### src/design/videoPkg.sv
`default_nettype none

package videoPkg;

  // one pixel, red in the top byte.
  typedef struct packed {
    logic [7:0] red;
    logic [7:0] green;
    logic [7:0] blue;
  } rgbT;

  // small raster so a frame simulates quickly.
  localparam int HActive = 16;
  localparam int HFront  = 2;
  localparam int HSync   = 4;
  localparam int HBack   = 4;
  localparam int HTotal  = HActive + HFront + HSync + HBack;  // 26.

  localparam int VActive = 4;
  localparam int VFront  = 1;
  localparam int VSync   = 2;
  localparam int VBack   = 1;
  localparam int VTotal  = VActive + VFront + VSync + VBack;  // 8.

  localparam int PixPerFrame = HActive * VActive;
  localparam int FifoDepth   = 32;

endpackage

`default_nettype wire

### src/design/tmdsPkg.sv
`default_nettype none

package tmdsPkg;

  // one 10-bit character, bit 0 goes out first.
  typedef logic [9:0] symbolT;

  // ones minus zeros sent so far, always even.
  typedef logic signed [4:0] disparityT;

  // control characters, named by {c1, c0}.
  localparam symbolT CtrlCode00 = 10'b1101010100;
  localparam symbolT CtrlCode01 = 10'b0010101011;
  localparam symbolT CtrlCode10 = 10'b0101010100;
  localparam symbolT CtrlCode11 = 10'b1010101011;

endpackage

`default_nettype wire

### src/design/pixelSource.sv
`timescale 1ns/1ps
`default_nettype none

module pixelSource
(
  input  logic          PixClk,
  input  logic          rstN,
  input  logic          sourceRun,
  input  logic          pixReady,
  output videoPkg::rgbT pixData,
  output logic          pixValid
);
  import videoPkg::*;

  localparam int IdxW = $clog2(PixPerFrame);

  logic [IdxW-1:0] pixIdx;   // n, pixel within the frame.
  logic [7:0]      frameCnt; // f mod 256.
  logic            xfer;

  assign xfer = pixValid && pixReady;

  // pattern is a pure function of n and f, so it only moves on a transfer.
  assign pixData = '{
    red:   {pixIdx, 2'b00},
    green: frameCnt,
    blue:  ~{pixIdx, 2'b00}
  };

  always_ff @(posedge PixClk or negedge rstN)
  begin
    if (!rstN)
    begin
      pixIdx   <= '0;
      frameCnt <= '0;
      pixValid <= 1'b0;
    end
    else
    begin
      if (xfer)
      begin
        if (pixIdx == IdxW'(PixPerFrame - 1))
        begin
          pixIdx   <= '0;
          frameCnt <= frameCnt + 8'd1;
        end
        else
        begin
          pixIdx <= pixIdx + 1'b1;
        end
      end
      // an offer already made stays up until it is taken.
      if (!pixValid || xfer)
        pixValid <= sourceRun;
    end
  end

  // a stalled offer keeps both its valid and its data.
  assert property (@(posedge PixClk) disable iff (!rstN)
    pixValid && !pixReady |=> pixValid && $stable(pixData));

endmodule

`default_nettype wire

### src/design/pixelFifo.sv
`timescale 1ns/1ps
`default_nettype none

module pixelFifo
#(
  parameter int Depth = videoPkg::FifoDepth
)
(
  input  logic          PixClk,
  input  logic          rstN,
  input  videoPkg::rgbT wrData,
  input  logic          wrValid,
  output logic          wrReady,
  output logic          rdValid,
  input  logic          rdReady,
  output videoPkg::rgbT rdData
);
  import videoPkg::*;

  localparam int AddrW = $clog2(Depth);

  rgbT            mem [Depth];
  logic [AddrW:0] wrPtr;  // extra bit tells full from empty.
  logic [AddrW:0] rdPtr;
  logic           full;
  logic           empty;
  logic           doWrite;
  logic           doRead;

  assign empty = (wrPtr == rdPtr);
  assign full  = (wrPtr[AddrW] != rdPtr[AddrW]) &&
                 (wrPtr[AddrW-1:0] == rdPtr[AddrW-1:0]);

  assign wrReady = !full;
  assign rdValid = !empty;
  assign rdData  = mem[rdPtr[AddrW-1:0]];  // head falls through.

  assign doWrite = wrValid && wrReady;
  assign doRead  = rdReady && rdValid;

  always_ff @(posedge PixClk)
  begin
    if (doWrite)
      mem[wrPtr[AddrW-1:0]] <= wrData;
  end

  always_ff @(posedge PixClk or negedge rstN)
  begin
    if (!rstN)
    begin
      wrPtr <= '0;
      rdPtr <= '0;
    end
    else
    begin
      if (doWrite)
        wrPtr <= wrPtr + 1'b1;
      if (doRead)
        rdPtr <= rdPtr + 1'b1;
    end
  end

  // occupancy never runs past full or below empty.
  assert property (@(posedge PixClk) disable iff (!rstN)
    (AddrW+1)'(wrPtr - rdPtr) <= (AddrW+1)'(Depth));

endmodule

`default_nettype wire

### src/design/tmdsChannelEncoder.sv
`timescale 1ns/1ps
`default_nettype none

module tmdsChannelEncoder
(
  input  logic            PixClk,
  input  logic            rstN,
  input  logic [7:0]      data,
  input  logic            c0,
  input  logic            c1,
  input  logic            de,
  output tmdsPkg::symbolT symbol
);
  import tmdsPkg::*;

  logic [3:0] n1Data;
  logic       useXnor;
  logic [8:0] qm;        // transition minimised word.
  logic [3:0] n1Qm;
  disparityT  qmBal;     // ones minus zeros in qm[7:0].
  disparityT  disparity;
  disparityT  dispNext;
  logic       invert;
  symbolT     symNext;

  // stage one, pick the xor or xnor chain.
  always_comb
  begin
    n1Data  = 4'($countones(data));
    useXnor = (n1Data > 4'd4) || ((n1Data == 4'd4) && !data[0]);
    qm[0]   = data[0];
    for (int i = 1; i < 8; i++)
    begin
      qm[i] = useXnor ? ~(qm[i-1] ^ data[i]) : (qm[i-1] ^ data[i]);
    end
    qm[8] = !useXnor;
  end

  // stage two, dc balance against the running disparity.
  always_comb
  begin
    n1Qm  = 4'($countones(qm[7:0]));
    qmBal = ($signed({1'b0, n1Qm}) - 5'sd4) <<< 1;
    if ((disparity == 5'sd0) || (n1Qm == 4'd4))
    begin
      invert   = !qm[8];
      dispNext = qm[8] ? disparity + qmBal : disparity - qmBal;
    end
    else if (((disparity > 5'sd0) && (n1Qm > 4'd4)) ||
             ((disparity < 5'sd0) && (n1Qm < 4'd4)))
    begin
      invert   = 1'b1;
      dispNext = disparity - qmBal + (qm[8] ? 5'sd2 : 5'sd0);
    end
    else
    begin
      invert   = 1'b0;
      dispNext = disparity + qmBal - (qm[8] ? 5'sd0 : 5'sd2);
    end
    symNext = {invert, qm[8], invert ? ~qm[7:0] : qm[7:0]};

    if (!de)
    begin
      dispNext = '0;  // control periods restart the balance.
      case ({c1, c0})
        2'b01:   symNext = CtrlCode01;
        2'b10:   symNext = CtrlCode10;
        2'b11:   symNext = CtrlCode11;
        default: symNext = CtrlCode00;
      endcase
    end
  end

  always_ff @(posedge PixClk or negedge rstN)
  begin
    if (!rstN)
    begin
      symbol    <= CtrlCode00;
      disparity <= '0;
    end
    else
    begin
      symbol    <= symNext;
      disparity <= dispNext;
    end
  end

  // the balance rule keeps the line within one byte's worth of skew.
  assert property (@(posedge PixClk) disable iff (!rstN)
    !disparity[0] && (disparity >= -5'sd8) && (disparity <= 5'sd8));

endmodule

`default_nettype wire

### src/design/dviScanout.sv
`timescale 1ns/1ps
`default_nettype none

module dviScanout
(
  input  logic            PixClk,
  input  logic            rstN,
  input  videoPkg::rgbT   fifoData,
  input  logic            fifoValid,
  output logic            fifoReady,
  output tmdsPkg::symbolT tmdsBlue,
  output tmdsPkg::symbolT tmdsGreen,
  output tmdsPkg::symbolT tmdsRed,
  output logic            underflow
);
  import videoPkg::*;

  localparam int HCntW = $clog2(HTotal);
  localparam int VCntW = $clog2(VTotal);

  localparam logic [HCntW-1:0] HLast      = HCntW'(HTotal - 1);
  localparam logic [HCntW-1:0] HActEnd    = HCntW'(HActive);
  localparam logic [HCntW-1:0] HSyncStart = HCntW'(HActive + HFront);
  localparam logic [HCntW-1:0] HSyncEnd   = HCntW'(HActive + HFront + HSync);
  localparam logic [VCntW-1:0] VLast      = VCntW'(VTotal - 1);
  localparam logic [VCntW-1:0] VActEnd    = VCntW'(VActive);
  localparam logic [VCntW-1:0] VSyncStart = VCntW'(VActive + VFront);
  localparam logic [VCntW-1:0] VSyncEnd   = VCntW'(VActive + VFront + VSync);

  logic [HCntW-1:0] hCount;
  logic [VCntW-1:0] vCount;
  logic             active;
  logic             hsync;
  logic             vsync;
  logic             deQ;
  logic             hsyncQ;
  logic             vsyncQ;
  rgbT              pixQ;

  // free running raster that never waits on the fifo.
  always_ff @(posedge PixClk or negedge rstN)
  begin
    if (!rstN)
    begin
      hCount <= '0;
      vCount <= VLast;  // start in the back porch so the fifo fills first.
    end
    else if (hCount == HLast)
    begin
      hCount <= '0;
      vCount <= (vCount == VLast) ? '0 : vCount + 1'b1;
    end
    else
    begin
      hCount <= hCount + 1'b1;
    end
  end

  assign active = (hCount < HActEnd) && (vCount < VActEnd);
  assign hsync  = (hCount >= HSyncStart) && (hCount < HSyncEnd);
  assign vsync  = (vCount >= VSyncStart) && (vCount < VSyncEnd);

  assign fifoReady = active;  // pop one pixel per active slot.

  always_ff @(posedge PixClk or negedge rstN)
  begin
    if (!rstN)
    begin
      deQ       <= 1'b0;
      hsyncQ    <= 1'b0;
      vsyncQ    <= 1'b0;
      underflow <= 1'b0;
    end
    else
    begin
      deQ    <= active;
      hsyncQ <= hsync;
      vsyncQ <= vsync;
      if (active && !fifoValid)
        underflow <= 1'b1;  // sticky until reset.
    end
  end

  always_ff @(posedge PixClk)
  begin
    pixQ <= fifoValid ? fifoData : '0;  // black when starved.
  end

  tmdsChannelEncoder blueEnc
  (
    .PixClk (PixClk),
    .rstN   (rstN),
    .data   (pixQ.blue),
    .c0     (hsyncQ),
    .c1     (vsyncQ),
    .de     (deQ),
    .symbol (tmdsBlue)
  );

  tmdsChannelEncoder greenEnc
  (
    .PixClk (PixClk),
    .rstN   (rstN),
    .data   (pixQ.green),
    .c0     (1'b0),
    .c1     (1'b0),
    .de     (deQ),
    .symbol (tmdsGreen)
  );

  tmdsChannelEncoder redEnc
  (
    .PixClk (PixClk),
    .rstN   (rstN),
    .data   (pixQ.red),
    .c0     (1'b0),
    .c1     (1'b0),
    .de     (deQ),
    .symbol (tmdsRed)
  );

  // syncs only ever travel in blanking.
  assert property (@(posedge PixClk) disable iff (!rstN)
    deQ |-> !hsyncQ && !vsyncQ);

endmodule

`default_nettype wire

### src/design/dviTransmitter.sv
`timescale 1ns/1ps
`default_nettype none

module dviTransmitter
(
  input  logic            PixClk,
  input  logic            rstN,
  input  logic            sourceRun,
  output tmdsPkg::symbolT tmdsBlue,
  output tmdsPkg::symbolT tmdsGreen,
  output tmdsPkg::symbolT tmdsRed,
  output logic            underflow
);
  import videoPkg::*;

  rgbT  pixData;
  logic pixValid;
  logic pixReady;
  rgbT  fifoData;
  logic fifoValid;
  logic fifoReady;

  pixelSource source
  (
    .PixClk    (PixClk),
    .rstN      (rstN),
    .sourceRun (sourceRun),
    .pixReady  (pixReady),
    .pixData   (pixData),
    .pixValid  (pixValid)
  );

  pixelFifo #(.Depth(FifoDepth)) fifo
  (
    .PixClk  (PixClk),
    .rstN    (rstN),
    .wrData  (pixData),
    .wrValid (pixValid),
    .wrReady (pixReady),
    .rdValid (fifoValid),
    .rdReady (fifoReady),
    .rdData  (fifoData)
  );

  dviScanout scanout
  (
    .PixClk    (PixClk),
    .rstN      (rstN),
    .fifoData  (fifoData),
    .fifoValid (fifoValid),
    .fifoReady (fifoReady),
    .tmdsBlue  (tmdsBlue),
    .tmdsGreen (tmdsGreen),
    .tmdsRed   (tmdsRed),
    .underflow (underflow)
  );

endmodule

`default_nettype wire

### config.mk
export PLATFORM = sky130hd
export DESIGN_NAME = dviTransmitter
export DESIGN_NICKNAME = d
export VERILOG_FILES = /design/src/design/videoPkg.sv /design/src/design/tmdsPkg.sv /design/src/design/pixelSource.sv /design/src/design/pixelFifo.sv /design/src/design/tmdsChannelEncoder.sv /design/src/design/dviScanout.sv /design/src/design/dviTransmitter.sv
export SDC_FILE = /design/constraint.sdc
export NUM_CORES = 1
export LEC_CHECK = 0
export BUFFER_PORTS_ARGS = -buffer_cell sky130_fd_sc_hd__buf_2
export CORE_AREA = 2 2 275 250
export DETAILED_ROUTE_END_ITERATION = 8
export DIE_AREA = 0 0 277 252
export SETUP_SLACK_MARGIN = 0.4
export SYNTH_ARGS = -nofsm -noshare
export SYNTH_HDL_FRONTEND = slang
export SYNTH_SLANG_ARGS = --single-unit
### constraint.sdc
create_clock -name PixClk -period 7.15 [get_ports PixClk]
set_input_delay 1.43 -clock PixClk [delete_from_list [all_inputs] [get_ports PixClk]]
set_output_delay 1.43 -clock PixClk [all_outputs]
set_load 0.005 [all_outputs]
=== Word-level counts from Yosys, hierarchy flattened ===
Memory sizes are Yosys's and may differ from the RTL's. A register that Yosys moved wholly into a read port is not among the register bits.
Index checks and enable logic that the tools add are counted.

* Register bits: 92
* Memory bits (writable): 704
* Bits of input ports: 3
* Output and inout port bits: 31
* Memories kept: 1

{| class="wikitable"
|+ Memories
! memory !! words !! width !! read ports !! clocked after memory_dff !! write ports !! RTL line !! text
|-
| fifo.mem || 32 || 22 || 1 || 1 || 1 || pixelFifo.sv:22 || <nowiki>rgbT mem [Depth];</nowiki>
|}

* Add/sub/neg operators: 63
* Order comparisons: 21
* Eq/ne operators: 15
* Multiplexer cells: 57
* Bitwise logic cells: 46
* Reduce and logical (&&, ||, !) cells: 39

{| class="wikitable"
|+ Operators by type and width
! cell !! count
|-
| 5-bit 2-to-1 mux || 13
|-
| 1-bit by 1-bit adder with 2-bit output || 24
|-
| 2-bit by 2-bit adder with 3-bit output || 12
|-
| 8-bit NOT || 4
|-
| 10-bit 2-to-1 mux || 3
|-
| 10-bit one-hot mux with 3 select lines || 1
|-
| 1-bit 2-to-1 mux || 29
|-
| 4-bit by 3-bit equality test with 1-bit output (second input constant) || 6
|-
| 4-bit by 3-bit greater-than comparator with 1-bit output (second input constant) || 6
|-
| 8-bit 2-to-1 mux || 3
|-
| 1-bit NOT || 21
|-
| 1-bit bitwise XOR || 21
|-
| 6-bit by 1-bit adder with 6-bit output (second input constant) || 3
|-
| 1-bit logical AND || 16
|-
| 5-bit by 3-bit adder with 5-bit output || 3
|-
| 5-bit adder || 3
|-
| 5-bit by 1-bit greater-than comparator with 1-bit output (second input constant) || 3
|-
| 5-bit zero test || 3
|-
| 5-bit by 1-bit less-than comparator with 1-bit output (second input constant) || 3
|-
| 5-bit by 3-bit subtractor with 5-bit output || 3
|-
| 5-bit subtractor || 3
|-
| 3-bit by 3-bit adder with 4-bit output || 3
|-
| 4-bit by 3-bit adder with 4-bit output || 3
|-
| 4-bit by 3-bit less-than comparator with 1-bit output (second input constant) || 3
|-
| other kinds (22) || 49
|}

=== Longest topological paths before layout ===
* Word-level depth: 35
* Mapped depth: 25

=== Cells and area by module ===
Synthesis repeated with hierarchy kept, for this count alone.

* Cells, all modules: 1935
* Area, all modules: 36865.4 um2

{| class="wikitable"
|+ Modules (own cells, without submodules)
! module !! instances !! cells an instance !! area an instance (um2) !! seq. area each (um2)
|-
| pixelFifo || 1 || 1263 || 29664.7 || 23362.4
|-
| tmdsChannelEncoder (scanout.blueEnc ...) || 2 || 166 || 1727.9 || 356.6
|-
| tmdsChannelEncoder (scanout.redEnc) || 1 || 169 || 1726.7 || 356.6
|-
| dviScanout || 1 || 98 || 1247.4 || 784.5
|-
| pixelSource || 1 || 73 || 770.7 || 375.4
|}

=== Worst setup path after synthesis ===
Ideal clock, no wire load.

* Path kind: reg2reg
* From: reg, netlist name scanout.pixQ[8]
* To: reg scanout.greenEnc.disparity[4]
* Setup time: 0.116 ns
* Arrival time: 7.024 ns
* Slack: 0.010 ns
* Cell stages (with the launch flop): 25
* Path buffers: 0
* Path through: dfxtp_1 -> fa_1 -> ha_1 -> inv_1 -> fa_1 -> inv_1 -> fa_1 -> fa_1 -> or3b_1 -> a22oi_4 -> inv_6 -> nor2_1 -> nor2b_1 -> ha_1 -> fa_1 -> fa_1 -> ha_1 -> fa_1 -> xor2_1 -> ha_1 -> nor3b_1 -> or3_1 -> o21ai_0 -> or4_1 -> o311ai_0

* Cells in the longest elaborated chain, start to end: 34
* Elaborated cells on any way between the ends: 54

{| class="wikitable"
|+ Ends and longest elaborated chain
! element !! RTL line !! text
|-
| branches (longest 32 deep; another with 4-bit by 3-bit adder with 4-bit output) || -- ||
|-
| 5-bit 2-to-1 mux (*) || tmdsChannelEncoder.sv:44 || <nowiki>if ((disparity == 5'sd0) || (n1Qm == 4'd4))</nowiki>
|-
| 5-bit 2-to-1 mux (*) || tmdsChannelEncoder.sv:62 || <nowiki>if (!de)</nowiki>
|-
| named net scanout.greenEnc.dispNext[4] || tmdsChannelEncoder.sv:22 || <nowiki>disparityT dispNext;</nowiki>
|-
| to (signal assigned) || tmdsChannelEncoder.sv:84 || <nowiki>disparity <= dispNext;</nowiki>
|-
| to (decl) || tmdsChannelEncoder.sv:21 || <nowiki>disparityT disparity;</nowiki>
|}

Mark *: on every way through the listed nets, which the timed path passes.
A chain may end at the register's enable or synchronous reset.

=== Final worst setup path ===
* From: reg, netlist name scanout.pixQ[8]
* To: reg scanout.greenEnc.disparity[3]

* Cells in the longest elaborated chain, start to end: 34
* Elaborated cells on any way between the ends: 54

{| class="wikitable"
|+ Ends and longest elaborated chain
! element !! RTL line
|-
| branches (longest 32 deep; another with 4-bit by 3-bit adder with 4-bit output) || --
|-
| 5-bit 2-to-1 mux (*) || tmdsChannelEncoder.sv:44
|-
| 5-bit 2-to-1 mux (*) || tmdsChannelEncoder.sv:62
|-
| named net scanout.greenEnc.dispNext[3] || tmdsChannelEncoder.sv:22
|}

Marks and branches as above.

==> flow_metrics.env <==
export IMPL_initial_core_utilization_pct=46.84
export IMPL_report_final_hold_viol_count=0
export IMPL_htree_num_levels=3
export IMPL_yosysSeqAreaShare_pct=69.45
export IMPL_row_count=90
export IMPL_cap_viol_max_count=0
export IMPL_run_status="finished clean"
export IMPL_yosys_register_bits=742
export IMPL_synth_nets=1703
export IMPL_clock_sinks=742
export IMPL_worst_setup_hold_path_clk_slew_ns=0.06
export IMPL_synthesis_instances=1607
export IMPL_synthesis_yosys_warnings=0
export IMPL_maxSlewHeadroom_pct=20.81
export IMPL_netlist_cell_type_count=75
export IMPL_die_area_um2=69800
export IMPL_post_route_period_util_pct=96.48
export IMPL_number_of_nets_in_the_layout=1814
export IMPL_post_drt_wl_per_cell_um=25.49
export IMPL_numCtsBuffers=75
export IMPL_worst_clock_skew_ns=0.03450
export IMPL_cts_hold_buffers_added=0
export IMPL_core_region_area_um2=66660
export IMPL_wirelength_um=67630
export IMPL_drt_pre_antenna_iters=5
export IMPL_worstHoldPathType="reg2reg"
export IMPL_cp_required_ns=7.68
export IMPL_asyncSetResetFlopFracSynth_pct=10.92
export IMPL_final_std_cells_w_o_fill=2653
export IMPL_die_x_um=277
export IMPL_cts_tree="built"
export IMPL_gr_total_overflow=0
export IMPL_timing_critical_path_to_type="flip-flop"
export IMPL_ant_nets=0
export IMPL_drt_iter0_drc=1145
export IMPL_criticalPathCategory="reg2reg"
export IMPL_grt_first_pass_wirelength_um=101700
export IMPL_rsz0062_at_grt="true"
export IMPL_netlist_top_cells_count="640 x sky130_fd_sc_hd__edfxtp_1, 200 x sky130_fd_sc_hd__mux4_2, 87 x sky130_fd_sc_hd__nor2_1"
export IMPL_post_place_cells=2497
export IMPL_slew_viol_final=0
export IMPL_clkLatencyLatePin_ns=0.64
export IMPL_clock_tree_root_cell="sky130_fd_sc_hd__clkbuf_16"
export IMPL_yosys_area_top_type_share_pct=61.54
export IMPL_worst_pin_slew_ns=1.188
export IMPL_synthesis_area_per_instance_um2=19.43
export IMPL_post_synth_instance_area_um2=31230
export IMPL_fmaxAchievable_mhz=145.0
export IMPL_synth_largest_area_cell="sky130_fd_sc_hd__edfxtp_1"
export IMPL_numPortBuffers=33
export IMPL_antenna_found_initial=0
export IMPL_route_detailed_vias_per_inst=5.762
export IMPL_finalSetupViolations=0
export IMPL_hpwl_dp_um=37320
export IMPL_synth_most_common_cell="sky130_fd_sc_hd__edfxtp_1"
export IMPL_number_of_diodes=0
export IMPL_critical_path_max_fanout=4
export IMPL_grt_max_degree=149
export IMPL_area_growth_synth_to_final_pct=13.97
export IMPL_ys_top_cells_by_area="sky130_fd_sc_hd__edfxtp_1 62%, sky130_fd_sc_hd__mux4_2 14%, sky130_fd_sc_hd__dfrtp_1 5.0%"
export IMPL_first_global_vias=15720
export IMPL_synth_enable_flop_cells=640
export IMPL_clockBufferDepth=3
export IMPL_ioPinCount=34
export IMPL_ys_flop_type="sky130_fd_sc_hd__edfxtp_1"
export IMPL_fraction_of_final_layout_cells_sized_beyond_drive_strength_1_pct=29.57
export IMPL_timing_critical_path_from_type="flip-flop"
export IMPL_detailroute_via_count=15290
export IMPL_worst_ep_arrival_time_ns=7.43
export IMPL_gr_usage_all_layers_pct=19.86
export IMPL_layout_min_cycle_time_ns=6.898
export IMPL_chipHeight_um=252
export IMPL_detail_route_drc_violations=0
export IMPL_place_gp_congestion=0.7932
-- final timing paths --
check | to | depth (start not counted) | startpoint | slack (ns)
setup / recovery | scanout.greenEnc.disparity[3] | 25 | scanout.pixQ[8] | 0.25
hold reg to reg | fifo.wrPtr[5] | 1 | fifo.wrPtr[5] | 0.49
max in group asynchronous | fifo.rdPtr[0] | 2 | rstN | 5.27
setup reg to reg | scanout.greenEnc.disparity[3] | 25 | scanout.pixQ[8] | 0.25
hold / removal | fifo.wrPtr[5] | 1 | fifo.wrPtr[5] | 0.49
min in group asynchronous | scanout.greenEnc.symbol[1] | 1 | rstN | 0.79
-- critical path, stage by stage (launching register included) --
cell	delay, ns
sky130_fd_sc_hd__dfxtp_4	0.35
sky130_fd_sc_hd__fa_1	0.48
sky130_fd_sc_hd__ha_1	0.28
sky130_fd_sc_hd__inv_1	0.04
sky130_fd_sc_hd__fa_1	0.47
sky130_fd_sc_hd__inv_1	0.05
sky130_fd_sc_hd__fa_2	0.35
sky130_fd_sc_hd__fa_1	0.43
sky130_fd_sc_hd__or3b_4	0.40
sky130_fd_sc_hd__a22oi_4	0.23
sky130_fd_sc_hd__inv_6	0.06
sky130_fd_sc_hd__nand2_2	0.07
sky130_fd_sc_hd__nor2b_4	0.16
sky130_fd_sc_hd__ha_4	0.21
sky130_fd_sc_hd__fa_1	0.51
sky130_fd_sc_hd__fa_1	0.43
sky130_fd_sc_hd__ha_2	0.20
sky130_fd_sc_hd__fa_2	0.56
sky130_fd_sc_hd__inv_2	0.07
sky130_fd_sc_hd__fa_2	0.56
sky130_fd_sc_hd__ha_1	0.17
sky130_fd_sc_hd__xor2_1	0.18
sky130_fd_sc_hd__nor3_1	0.06
sky130_fd_sc_hd__o211a_1	0.14
sky130_fd_sc_hd__a211oi_2	0.16
sky130_fd_sc_hd__mux2i_1	0.19
-- layer usage --
layer | GRT usage, % | vias to the layer above | wire length, um | part of all wire (%)
li1 | - | 6579 | - | -
met1 | 28.48 | 8215 | 30440 | 45
met2 | 31.46 | 391 | 32140 | 48
met3 | 3.963 | 102 | 3647 | 5.4
met4 | 5.186 | 0 | 1400 | 2.1
met5 | 0 | - | 0 | 0
-- what timing repair did --
item,4_1_cts,5_1_grt
buffers inserted,8,9
setup endpoints to repair,22,25
gates resized for setup,19,27
pin swaps,5,11
hold endpoints to repair,0,0
cloned,0,1
-- layout by cell type, fill, tap and decap left out, types with 35 or more instances in the layout --
master                      count
sky130_fd_sc_hd__ha_1          64
sky130_fd_sc_hd__edfxtp_1     640
sky130_fd_sc_hd__clkbuf_16     76
sky130_fd_sc_hd__xnor2_1       55
sky130_fd_sc_hd__inv_1         60
sky130_fd_sc_hd__nand2_1       35
sky130_fd_sc_hd__mux4_2       200
sky130_fd_sc_hd__dfrtp_1       59
sky130_fd_sc_hd__buf_4         66
sky130_fd_sc_hd__nor2_1        53
-- layout make-up --
cell class / instances / area, um^2
Fill cell: 5222 / 31070
Sequential cell: 742 / 21700
Multi-Input combinational cell: 735 / 9369
Clock buffer: 99 / 2032
Tap cell: 874 / 1094
Timing Repair Buffer: 101 / 700.7
Clock inverter: 39 / 446.7
Inverter: 63 / 244.0
-- per-stage QoR --
step | setup slack, ns | TNS, ns | hold slack, ns | cell area, um^2 | util [%]
2_1_floorplan | 0.3649 | 0 | 0.4510 | 31300 | -
3_3_place_gp | 0.1809 | 0 | 0.4685 | 32750 | 49.12
3_5_place_dp | 0.08482 | 0 | 0.4771 | 32750 | 49.12
4_1_cts | 0.2293 | 0 | 0.4878 | 35400 | 53.10
5_1_grt | -0.01150 | -0.01627 | 0.5015 | 35590 | 53.39
6_report | 0.2517 | 0 | 0.4876 | 35590 | 53.39
-- flip-flops by register name, summed over array words and instances (netlist names), 3 cells and up --
name,cells
scanout.greenEnc.symbol,10
fifo.mem,640
fifo.wrPtr,6
scanout.blueEnc.disparity,4
scanout.hCount,5
source.pixIdx,6
scanout.greenEnc.disparity,4
scanout.pixQ,21
fifo.rdPtr,6
source.frameCnt,8
scanout.redEnc.symbol,10
scanout.vCount,3
scanout.blueEnc.symbol,10
scanout.redEnc.disparity,4
-- logic make-up after synthesis --
logic type | after synthesis | share of synthesized area (%)
flip-flops | 742 | 69.45
multiplexers | 234 | 15.56
AND/OR/NAND/NOR | 199 | 3.005
buffers and inverters | 130 | 1.727
AO/OA/AOI/OAI | 107 | 2.464
XOR/XNOR | 101 | 3.482
adder cells (fa/ha/maj) | 94 | 4.311
Power is not shown: default switching activity piles up to over one toggle a cycle in this logic, so the estimate is an artifact.
